==> src/design/apb_pkg.sv <==
package apb_pkg;

	typedef struct packed {
		logic        psel;
		logic        penable;
		logic        pwrite;
		logic [7:0]  paddr;
		logic [31:0] pwdata;
	} apb_req_t;

	typedef struct packed {
		logic [31:0] prdata;
		logic        pready;
		logic        pslverr;
	} apb_rsp_t;

	localparam logic [7:0] RANK0_ADDR = 8'h00;
	localparam logic [7:0] RANK1_ADDR = 8'h04;
	localparam logic [7:0] RANK2_ADDR = 8'h08;
	localparam logic [7:0] RANK3_ADDR = 8'h0C;
	localparam logic [7:0] RANK4_ADDR = 8'h10;
	localparam logic [7:0] RANK5_ADDR = 8'h14;
	localparam logic [7:0] RANK6_ADDR = 8'h18;
	localparam logic [7:0] RANK7_ADDR = 8'h1C;
	localparam logic [7:0] CTRL_ADDR   = 8'h20;
	localparam logic [7:0] RIGHTS_ADDR = 8'h24;
	localparam logic [7:0] STATUS_ADDR = 8'h28;
	localparam logic [7:0] MOVE_ADDR   = 8'h2C;

	localparam int CTRL_START_BIT   = 0;
	localparam int STATUS_DONE_BIT  = 0;
	localparam int STATUS_EMPTY_BIT = 1;
	localparam int STATUS_COUNT_LSB = 8;

endpackage

==> src/design/chess_pkg.sv <==
package chess_pkg;

	typedef enum logic [2:0] {
		EMPTY  = 3'o0,
		PAWN   = 3'o1,
		KNIGHT = 3'o2,
		BISHOP = 3'o3,
		ROOK   = 3'o4,
		QUEEN  = 3'o5,
		KING   = 3'o6
	} piece_t;

	localparam logic WHITE = 1'b0;

	typedef struct packed {
		logic   color; // 0 is white
		piece_t piece;
	} square_t;

	typedef square_t [7:0] rank_t; // file a in the low nibble
	typedef rank_t [7:0] board_t;  // rank 1 in the low word

	localparam square_t W_KING = '{color: WHITE, piece: KING};
	localparam square_t W_ROOK = '{color: WHITE, piece: ROOK};
	localparam square_t W_PAWN = '{color: WHITE, piece: PAWN};

	localparam int FILE_A = 0;
	localparam int FILE_B = 1;
	localparam int FILE_C = 2;
	localparam int FILE_D = 3;
	localparam int FILE_E = 4;
	localparam int FILE_F = 5;
	localparam int FILE_G = 6;
	localparam int FILE_H = 7;
	localparam int RANK_1 = 0;
	localparam int RANK_5 = 4;
	localparam int RANK_6 = 5;

	typedef struct packed {
		logic [2:0] file;
		logic [2:0] rank;
	} coord_t;

	typedef struct packed {
		logic invalid;
		logic promote;
		logic pawn_move;
		logic pawn_two;
		logic en_passant;
		logic castle;
		logic capture;
	} move_flags_t;

	typedef struct packed {
		move_flags_t flags;
		coord_t      from;
		coord_t      to;
	} move_t;

	localparam move_t MOVE_INVALID = '{flags: '{invalid: 1'b1, default: 1'b0},
		from: '0, to: '0};
	localparam move_flags_t CASTLE_FLAGS = '{castle: 1'b1, default: 1'b0};
	localparam move_flags_t ENP_FLAGS = '{pawn_move: 1'b1, en_passant: 1'b1, capture: 1'b1,
		default: 1'b0};

	typedef struct packed {
		logic       castle_q;
		logic       castle_k;
		logic [7:0] enp; // bit n is file n, pawn there just moved two squares
	} rights_t;

	localparam int NUM_SLOTS = 18;
	localparam int SLOT_W = $clog2(NUM_SLOTS);
	localparam int SLOT_CASTLE_K = 0;
	localparam int SLOT_CASTLE_Q = 1;
	localparam int SLOT_ENP = 2; // two slots per file from here

	typedef move_t [NUM_SLOTS-1:0] move_list_t;

	localparam int FIFO_DEPTH = 16;
	localparam int FIFO_AW = $clog2(FIFO_DEPTH);

endpackage
==> src/design/special_move_top.sv <==
`timescale 1ns/1ps

module special_move_top import chess_pkg::*, apb_pkg::*; (
	input  logic     clk,
	input  logic     reset,
	input  apb_req_t apb,
	output apb_rsp_t apb_rsp
);

	board_t board;
	rights_t rights;
	logic start;
	logic done;
	logic pop;
	move_list_t candidates;
	logic cand_valid;
	logic push;
	move_t push_move;
	move_t head;
	logic empty;
	logic full;
	logic [FIFO_AW:0] count;

	board_regs u_regs (
		.clk(clk), .reset(reset), .apb(apb), .apb_rsp(apb_rsp),
		.board(board), .rights(rights), .start(start), .done(done),
		.fifo_head(head), .fifo_empty(empty), .fifo_count(count), .pop(pop)
	);

	special_moves u_special (
		.clk(clk), .reset(reset), .start(start), .board(board), .rights(rights),
		.candidates(candidates), .cand_valid(cand_valid)
	);

	move_sequencer u_seq (
		.clk(clk), .reset(reset), .start(start), .cand_valid(cand_valid),
		.candidates(candidates), .full(full), .push(push), .push_move(push_move),
		.done(done)
	);

	// a new start throws away moves not read from the last run
	move_fifo u_fifo (
		.clk(clk), .reset(reset), .flush(start), .push(push), .push_move(push_move),
		.pop(pop), .head(head), .empty(empty), .full(full), .count(count)
	);

endmodule

==> src/design/move_fifo.sv <==
`timescale 1ns/1ps

module move_fifo import chess_pkg::*; (
	input  logic             clk,
	input  logic             reset,
	input  logic             flush,
	input  logic             push,
	input  move_t            push_move,
	input  logic             pop,
	output move_t            head,
	output logic             empty,
	output logic             full,
	output logic [FIFO_AW:0] count
);

	move_t mem [FIFO_DEPTH];
	logic [FIFO_AW-1:0] wr_ptr;
	logic [FIFO_AW-1:0] rd_ptr;
	logic do_push;
	logic do_pop;

	assign empty = count == '0;
	assign full = count == (FIFO_AW + 1)'(FIFO_DEPTH);
	assign do_push = push & ~full;
	assign do_pop = pop & ~empty; // pop on empty is dropped
	assign head = empty ? MOVE_INVALID : mem[rd_ptr];

	always_ff @(posedge clk) begin
		if (reset || flush) begin
			wr_ptr <= '0;
			rd_ptr <= '0;
			count <= '0;
		end else begin
			if (do_push)
				wr_ptr <= wr_ptr + 1'b1; // wraps at depth
			if (do_pop)
				rd_ptr <= rd_ptr + 1'b1;
			case ({do_push, do_pop})
				2'b10: count <= count + 1'b1;
				2'b01: count <= count - 1'b1;
				default: count <= count;
			endcase
		end
	end

	always_ff @(posedge clk) begin
		if (do_push)
			mem[wr_ptr] <= push_move;
	end

endmodule

==> src/design/move_sequencer.sv <==
`timescale 1ns/1ps

module move_sequencer import chess_pkg::*; (
	input  logic       clk,
	input  logic       reset,
	input  logic       start,
	input  logic       cand_valid,
	input  move_list_t candidates,
	input  logic       full,
	output logic       push,
	output move_t      push_move,
	output logic       done
);

	logic running;
	logic done_q;
	logic [SLOT_W-1:0] idx;
	logic advance;
	logic last;

	assign push_move = candidates[idx];
	assign push = running & ~push_move.flags.invalid & ~full;

	// an invalid slot is skipped even when the FIFO is full
	assign advance = running & ~(full & ~push_move.flags.invalid);
	assign last = idx == SLOT_W'(NUM_SLOTS - 1);

	// high in the cycle the last slot goes, then held
	assign done = done_q | (advance & last);

	always_ff @(posedge clk) begin
		if (reset) begin
			running <= 1'b0;
			done_q <= 1'b0;
			idx <= '0;
		end else if (start) begin
			running <= 1'b0;
			done_q <= 1'b0;
		end else if (cand_valid) begin
			running <= 1'b1;
			idx <= '0;
		end else if (advance) begin
			if (last) begin
				running <= 1'b0;
				done_q <= 1'b1;
			end else begin
				idx <= idx + 1'b1;
			end
		end
	end

endmodule

==> src/design/special_moves.sv <==
`timescale 1ns/1ps

module special_moves import chess_pkg::*; (
	input  logic       clk,
	input  logic       reset,
	input  logic       start,
	input  board_t     board,
	input  rights_t    rights,
	output move_list_t candidates,
	output logic       cand_valid
);

	move_list_t cand_next;
	logic castle_k_ok;
	logic castle_q_ok;

	function automatic move_t make_move(
		input move_flags_t flags,
		input int          from_file,
		input int          from_rank,
		input int          to_file,
		input int          to_rank
	);
		move_t m;
		m.flags = flags;
		m.from.file = 3'(from_file);
		m.from.rank = 3'(from_rank);
		m.to.file = 3'(to_file);
		m.to.rank = 3'(to_rank);
		return m;
	endfunction

	// check and attacked squares are not looked at
	assign castle_k_ok = rights.castle_k
		&& board[RANK_1][FILE_E] == W_KING
		&& board[RANK_1][FILE_F].piece == EMPTY
		&& board[RANK_1][FILE_G].piece == EMPTY
		&& board[RANK_1][FILE_H] == W_ROOK;

	assign castle_q_ok = rights.castle_q
		&& board[RANK_1][FILE_E] == W_KING
		&& board[RANK_1][FILE_D].piece == EMPTY
		&& board[RANK_1][FILE_C].piece == EMPTY
		&& board[RANK_1][FILE_B].piece == EMPTY
		&& board[RANK_1][FILE_A] == W_ROOK;

	always_comb begin
		for (int s = 0; s < NUM_SLOTS; s++)
			cand_next[s] = MOVE_INVALID;

		if (castle_k_ok)
			cand_next[SLOT_CASTLE_K] = make_move(CASTLE_FLAGS, FILE_E, RANK_1, FILE_G, RANK_1);
		if (castle_q_ok)
			cand_next[SLOT_CASTLE_Q] = make_move(CASTLE_FLAGS, FILE_E, RANK_1, FILE_C, RANK_1);

		// capturing pawn from the left, nothing left of file a
		for (int f = FILE_B; f <= FILE_H; f++) begin
			if (rights.enp[f] && board[RANK_5][f - 1] == W_PAWN)
				cand_next[SLOT_ENP + 2 * f] = make_move(ENP_FLAGS, f - 1, RANK_5, f, RANK_6);
		end

		// from the right, nothing right of file h
		for (int f = FILE_A; f < FILE_H; f++) begin
			if (rights.enp[f] && board[RANK_5][f + 1] == W_PAWN)
				cand_next[SLOT_ENP + 2 * f + 1] = make_move(ENP_FLAGS, f + 1, RANK_5, f, RANK_6);
		end
	end

	always_ff @(posedge clk) begin
		if (reset)
			cand_valid <= 1'b0;
		else
			cand_valid <= start;
	end

	always_ff @(posedge clk) begin
		if (start)
			candidates <= cand_next;
	end

endmodule

==> src/design/board_regs.sv <==
`timescale 1ns/1ps

module board_regs import chess_pkg::*, apb_pkg::*; (
	input  logic             clk,
	input  logic             reset,
	input  apb_req_t         apb,
	output apb_rsp_t         apb_rsp,
	output board_t           board,
	output rights_t          rights,
	output logic             start,
	input  logic             done,
	input  move_t            fifo_head,
	input  logic             fifo_empty,
	input  logic [FIFO_AW:0] fifo_count,
	output logic             pop
);

	logic access;
	logic wr;
	logic rd;
	logic [2:0] rank_idx;
	logic rank_sel;
	logic ctrl_sel;
	logic rights_sel;
	logic status_sel;
	logic move_sel;
	logic mapped;
	logic busy; // a run is in progress

	assign access = apb.psel & apb.penable;
	assign wr = access & apb.pwrite;
	assign rd = access & ~apb.pwrite;
	assign rank_idx = apb.paddr[4:2];

	always_comb begin
		rank_sel = 1'b0;
		ctrl_sel = 1'b0;
		rights_sel = 1'b0;
		status_sel = 1'b0;
		move_sel = 1'b0;
		case (apb.paddr)
			RANK0_ADDR, RANK1_ADDR, RANK2_ADDR, RANK3_ADDR,
			RANK4_ADDR, RANK5_ADDR, RANK6_ADDR, RANK7_ADDR: rank_sel = 1'b1;
			CTRL_ADDR: ctrl_sel = 1'b1;
			RIGHTS_ADDR: rights_sel = 1'b1;
			STATUS_ADDR: status_sel = 1'b1;
			MOVE_ADDR: move_sel = 1'b1;
			default: rank_sel = 1'b0;
		endcase
	end

	assign mapped = rank_sel | ctrl_sel | rights_sel | status_sel | move_sel;

	always_ff @(posedge clk) begin
		if (reset) begin
			board <= '0;
			rights <= '0;
			start <= 1'b0;
			busy <= 1'b0;
		end else begin
			start <= 1'b0;
			if (wr && rank_sel)
				board[rank_idx] <= rank_t'(apb.pwdata);
			if (wr && rights_sel)
				rights <= rights_t'(apb.pwdata[$bits(rights_t)-1:0]);
			if (wr && ctrl_sel && apb.pwdata[CTRL_START_BIT] && !busy) begin
				start <= 1'b1;
				busy <= 1'b1;
			end else if (done && !start) begin
				busy <= 1'b0; // done of the old run is still up while start is
			end
		end
	end

	// head leaves on the same access cycle that returns it
	assign pop = rd & move_sel & ~fifo_empty;

	always_comb begin
		apb_rsp.pready = 1'b1;
		apb_rsp.pslverr = access & (~mapped | (apb.pwrite & (status_sel | move_sel))
			| (~apb.pwrite & ctrl_sel));
		apb_rsp.prdata = '0;
		if (rank_sel)
			apb_rsp.prdata = board[rank_idx];
		else if (rights_sel)
			apb_rsp.prdata[$bits(rights_t)-1:0] = rights;
		else if (status_sel) begin
			apb_rsp.prdata[STATUS_DONE_BIT] = done;
			apb_rsp.prdata[STATUS_EMPTY_BIT] = fifo_empty;
			apb_rsp.prdata[STATUS_COUNT_LSB +: FIFO_AW + 1] = fifo_count;
		end else if (move_sel)
			apb_rsp.prdata[$bits(move_t)-1:0] = fifo_head; // invalid word when empty
	end

endmodule

==> config.mk <==
export PLATFORM = sky130hd
export DESIGN_NAME = special_move_top
export DESIGN_NICKNAME = d
export VERILOG_FILES = /design/src/design/apb_pkg.sv /design/src/design/chess_pkg.sv /design/src/design/special_move_top.sv /design/src/design/move_fifo.sv /design/src/design/move_sequencer.sv /design/src/design/special_moves.sv /design/src/design/board_regs.sv
export SDC_FILE = /design/constraint.sdc
export NUM_CORES = 1
export LEC_CHECK = 0
export BUFFER_PORTS_ARGS = -buffer_cell sky130_fd_sc_hd__buf_2
export CAP_MARGIN = 25
export CORE_AREA = 2 2 195 197
export DETAILED_ROUTE_END_ITERATION = 16
export DIE_AREA = 0 0 197 199
export PLACE_DENSITY = 0.76
export SYNTH_ARGS = -nofsm -noshare
export SYNTH_HDL_FRONTEND = slang
export SYNTH_SLANG_ARGS = --single-unit
==> constraint.sdc <==
create_clock -name clk -period 4 [get_ports clk]
set_clock_uncertainty 0.15 [all_clocks]
set_input_delay 0.2 -clock clk [delete_from_list [all_inputs] [get_ports clk]]
set_output_delay 0.2 -clock clk [all_outputs]
set_load 0.05 [all_outputs]
==> results by stage <==
Clock network:
- The number of clock sinks seen by CTS is 469.
- In this run the deepest clock path goes through 3 buffers.
- For this design, the CTS-stage hold fixing added 35 buffers.
- The number of gates given a new drive strength after cts is 0.
- Clock-pin slew was measured on the worst setup and hold paths at 0.06 ns.
- The number of setup buffers added after CTS is 0.
- The number of levels the H-tree was split into is 2.
- TritonCTS built the clock tree.
- The number of buffers created by CTS is 47.
- The insertion delay of the later-clocked pin in the worst-skew pair is 0.60 ns.
- The buffer type at the clock tree root is clkbuf_16.

Floorplanning:
- The floorplan has 71 rows.
- The initial standard-cell utilization of the core is 54.4%.
- For this design the top-level I/O count stands at 79.
- In this run the horizontal extent of the chip is 197 um.
- The core area is 37100 um2.
- The die height is 199 um.
- The die covers 39200 um2.

Critical path:
- The slack of the worst reg-to-reg path is 0.58 ns.
- The data required time at the worst endpoint is 3.65 ns.
- The capturing point of the worst reg2reg path is u_fifo.count[4].
- The startpoint identified for the worst register-to-register timing path is u_seq.idx[1].
- The setup path with the least slack is of type register to primary output.
- The number of cell instances on the worst register-to-register path is 13.
- The startpoint kind of the worst setup timing path is a register.
- The worst setup path is captured at a primary output.
- The critical path data arrival time is 3.42 ns.
- The largest driver fanout on the critical path is 15.

Drt:
- The post-detailed-route wirelength per cell is 22.0 um.
- After detailed routing, the total wire length is 55200 um.
- The count of antenna-violating nets left after detailed routing is 0.
- The detailed router finished its first iteration with 1585 violations.
- The first TritonRoute pass finished after 5 iterations.
- After detailed routing, the number of remaining DRC violations is 0.
- Using the TritonRoute via totals, the vias-per-cell ratio works out to 6.12.
- The routed layout has 15340 vias.

Power:
- The maximum vdd ir drop is 454 uV.
- The leakage power summed over all cells is 7.73 nW.
- The total power divided by cell area is 419 nW/um2.

Timing:
- Adding up every negative setup slack in the final design gives 0 ns.
- The number of pins with negative max-slew slack in the final report is 0.
- Setup repair after global routing left no endpoint under its margin.
- The tightest slew margin relative to the limit is 21.9%.
- The worst-margin pin slew is 1.16 ns.
- The clock period could shrink to 3.77 ns.
- The final count of negative-setup-slack endpoints is 0.
- The number of hold violations in the final report was 0.
- The final period utilization is 94.1%.
- The achievable clock frequency is 0.266 GHz.

GRT:
- The fraction of met1 tracks used by global routing is 37.6%.
- The via count of the first global-routing pass came to 14842.
- The total overflow left after global routing is 0.
- In this run the most used layer during global routing was met2.
- The global-route wire length before repair is 85000 um.
- The met2 track demand over resource in global routing is 46.7%.
- The largest net degree at the start of global routing is 162.
- Global routing used 28.6% of the available tracks across all layers.
- The initial antenna violation count is 2.
- Global routing consumed, on the met3 layer, 6.53% of the routing resources.

Synth:
- The mapped cell area is 20200 um2.
- After synthesis, the mean cell area works out to 10.4 um2.
- Sequential cells were found to cover 55.2% of the synthesized design area.
- For this run, asynchronously set or reset flops after synthesis account for 0%.
- For this run, the number of Yosys warnings is 0.
- The distinct cell type count of the synthesized netlist is 65.
- In this run, synthesis inferred 176 flip-flops with an integrated enable.
- The register bit count reported by yosys is 469.
- The most instantiated flip-flop cell in the synthesis netlist is dfxtp_1.
- The post-synth net total is 2003.
- Synthesis produced 1948 cells.

Finish:
- The library cell used most frequently in the layout, excluding fill and tap cells, is nand2_1.
- The top cell types in the final layout, fill and taps aside, are 573 x nand2_1, 292 x dfxtp_1, 280 x a21oi_1.
- The repair_antennas step left the layout with diodes totalling 0.
- The post-layout instance area is 22800 um2.
- From synthesis to final layout, the design area changed by 13.0%.
- Of the cells placed in the final design, the portion with a size suffix greater than 1 is 16.3%.
- The number of nets at the end of the flow is 2050.

Place:
- The count of input and output buffers is 77.
- The placement-stage cell area is 20900 um2.
- The routability-driven placement congestion ratio is 0.875.
- The detailed placement HPWL is 33300 um.

Worst hold path:
- The path class of the lowest-slack min-delay path is input port to register.
- The startpoint identified for the worst hold timing path is apb[41].
- The worst hold path was traced through 5 stages.

Run status:
- The run finished with clean final reports.

Run:
- The tool flagged a number of max-cap violations equal to 0.
-- stage by stage --
stage / utilization, % / hold slack [ns] / power (mW) / std cells / setup WS (ns)
5_1_grt: 61.5 / 0.0656 / 9.81 / 2507 / 0.147
4_1_cts: 61.5 / 0.00406 / 9.59 / 2507 / 0.352
6_report: 61.5 / 0.0381 / 9.56 / 2507 / 0.235
3_5_place_dp: 56.4 / 0.294 / 5.25 / 2385 / 0.618
3_3_place_gp: 56.4 / 0.288 / 5.25 / 2384 / 0.595
2_1_floorplan: - / 0.259 / 5.19 / 1948 / 0.505
-- layout make-up --
| cell class | count | area [um2] |
|---|---|---|
| clock buffers | 68 | 1370 |
| clock inverters | 19 | 169 |
| fillers | 2893 | 14300 |
| inverters | 29 | 109 |
| multi-input cells | 1282 | 8250 |
| flip-flops and latches | 469 | 11200 |
| well taps | 474 | 593 |
| repair buffers | 166 | 1190 |
-- report_power, final --
part / internal [mW] / leakage, nW / switching [mW]
logic: 0.0863 / 2.99 / 0.178
registers: 4.92 / 3.97 / 0.000626
clock network: 2.52 / 0.762 / 1.87
total: 7.52 / 7.73 / 2.05
-- how the worst max path moves through the flow --
| stage | from | end | slack [ns] | cells after the start |
|---|---|---|---|---|
| after floorplan | u_seq.idx[0] | u_fifo.count[4] | 0.51 | 16 |
| final | u_seq.idx[4] | apb_rsp[2] | 0.23 | 7 |
| after CTS | u_seq.idx[1] | apb_rsp[2] | 0.35 | 8 |
| after global placement | u_seq.idx[1] | u_fifo.count[4] | 0.60 | 13 |
| after detailed placement | u_seq.idx[1] | u_fifo.count[4] | 0.62 | 13 |
| after global routing | u_seq.idx[4] | apb_rsp[2] | 0.15 | 7 |
-- flip-flops by register name, summed over array words and instances, names as in the netlist, 4 cells and up, named ones only --
| register | cells |
|---|---|
| u_fifo.wr_ptr | 4 |
| u_regs.board | 256 |
| u_special.candidates | 32 |
| u_fifo.rd_ptr | 4 |
| u_fifo.mem | 144 |
| u_fifo.count | 5 |
| u_seq.idx | 5 |
| u_regs.rights | 10 |
-- logic make-up after synthesis --
logic type               share of synthesized area [%]
multiplexers                                      14.6
other                                           0.0186
adder cells (fa/ha/maj)                          0.619
AND/OR/NAND/NOR                                   15.7
XOR/XNOR                                         0.390
AO/OA/AOI/OAI                                     9.43
flip-flops                                        55.2
buffers and inverters                             4.08
-- Yosys cell counts (5+ instances only) --
| library cell | instances | area share, % |
|---|---|---|
| nor2_1 | 53 | 0.98 |
| buf_2 | 65 | 1.6 |
| buf_1 | 8 | 0.15 |
| xor2_1 | 5 | 0.22 |
| nand4_1 | 5 | 0.15 |
| mux4_2 | 106 | 12 |
| nor2b_1 | 11 | 0.34 |
| edfxtp_1 | 176 | 26 |
| a31oi_1 | 5 | 0.15 |
| nand2_1 | 573 | 11 |
| ha_1 | 10 | 0.62 |
| a221o_1 | 5 | 0.25 |
| nor4b_1 | 10 | 0.43 |
| dfxtp_1 | 293 | 29 |
| a21oi_1 | 280 | 6.9 |
| o211ai_1 | 5 | 0.19 |
| and3_1 | 17 | 0.53 |
| nor3_1 | 11 | 0.27 |
| nand3_1 | 27 | 0.67 |
| inv_1 | 28 | 0.52 |
| or3_1 | 5 | 0.15 |
| mux2i_1 | 52 | 2.6 |
| a211oi_1 | 6 | 0.22 |
| clkbuf_1 | 94 | 1.7 |
| o21ai_0 | 23 | 0.57 |
-- critical path, stage by stage (launching register included) --
cell,delay [ns]
dfxtp_1,0.45
or3_1,0.43
a211oi_1,0.39
nor4b_2,0.13
a211oi_1,0.41
o21ai_0,0.23
a31oi_1,0.44
buf_2,0.35
-- layer usage --
layer / up-vias / wire length, um
met5: - / 13
met2: 774 / 26400
met3: 146 / 5720
li1: 6932 / -
met1: 7486 / 21400
met4: 2 / 1610
Power figures use the tool's default switching activity.
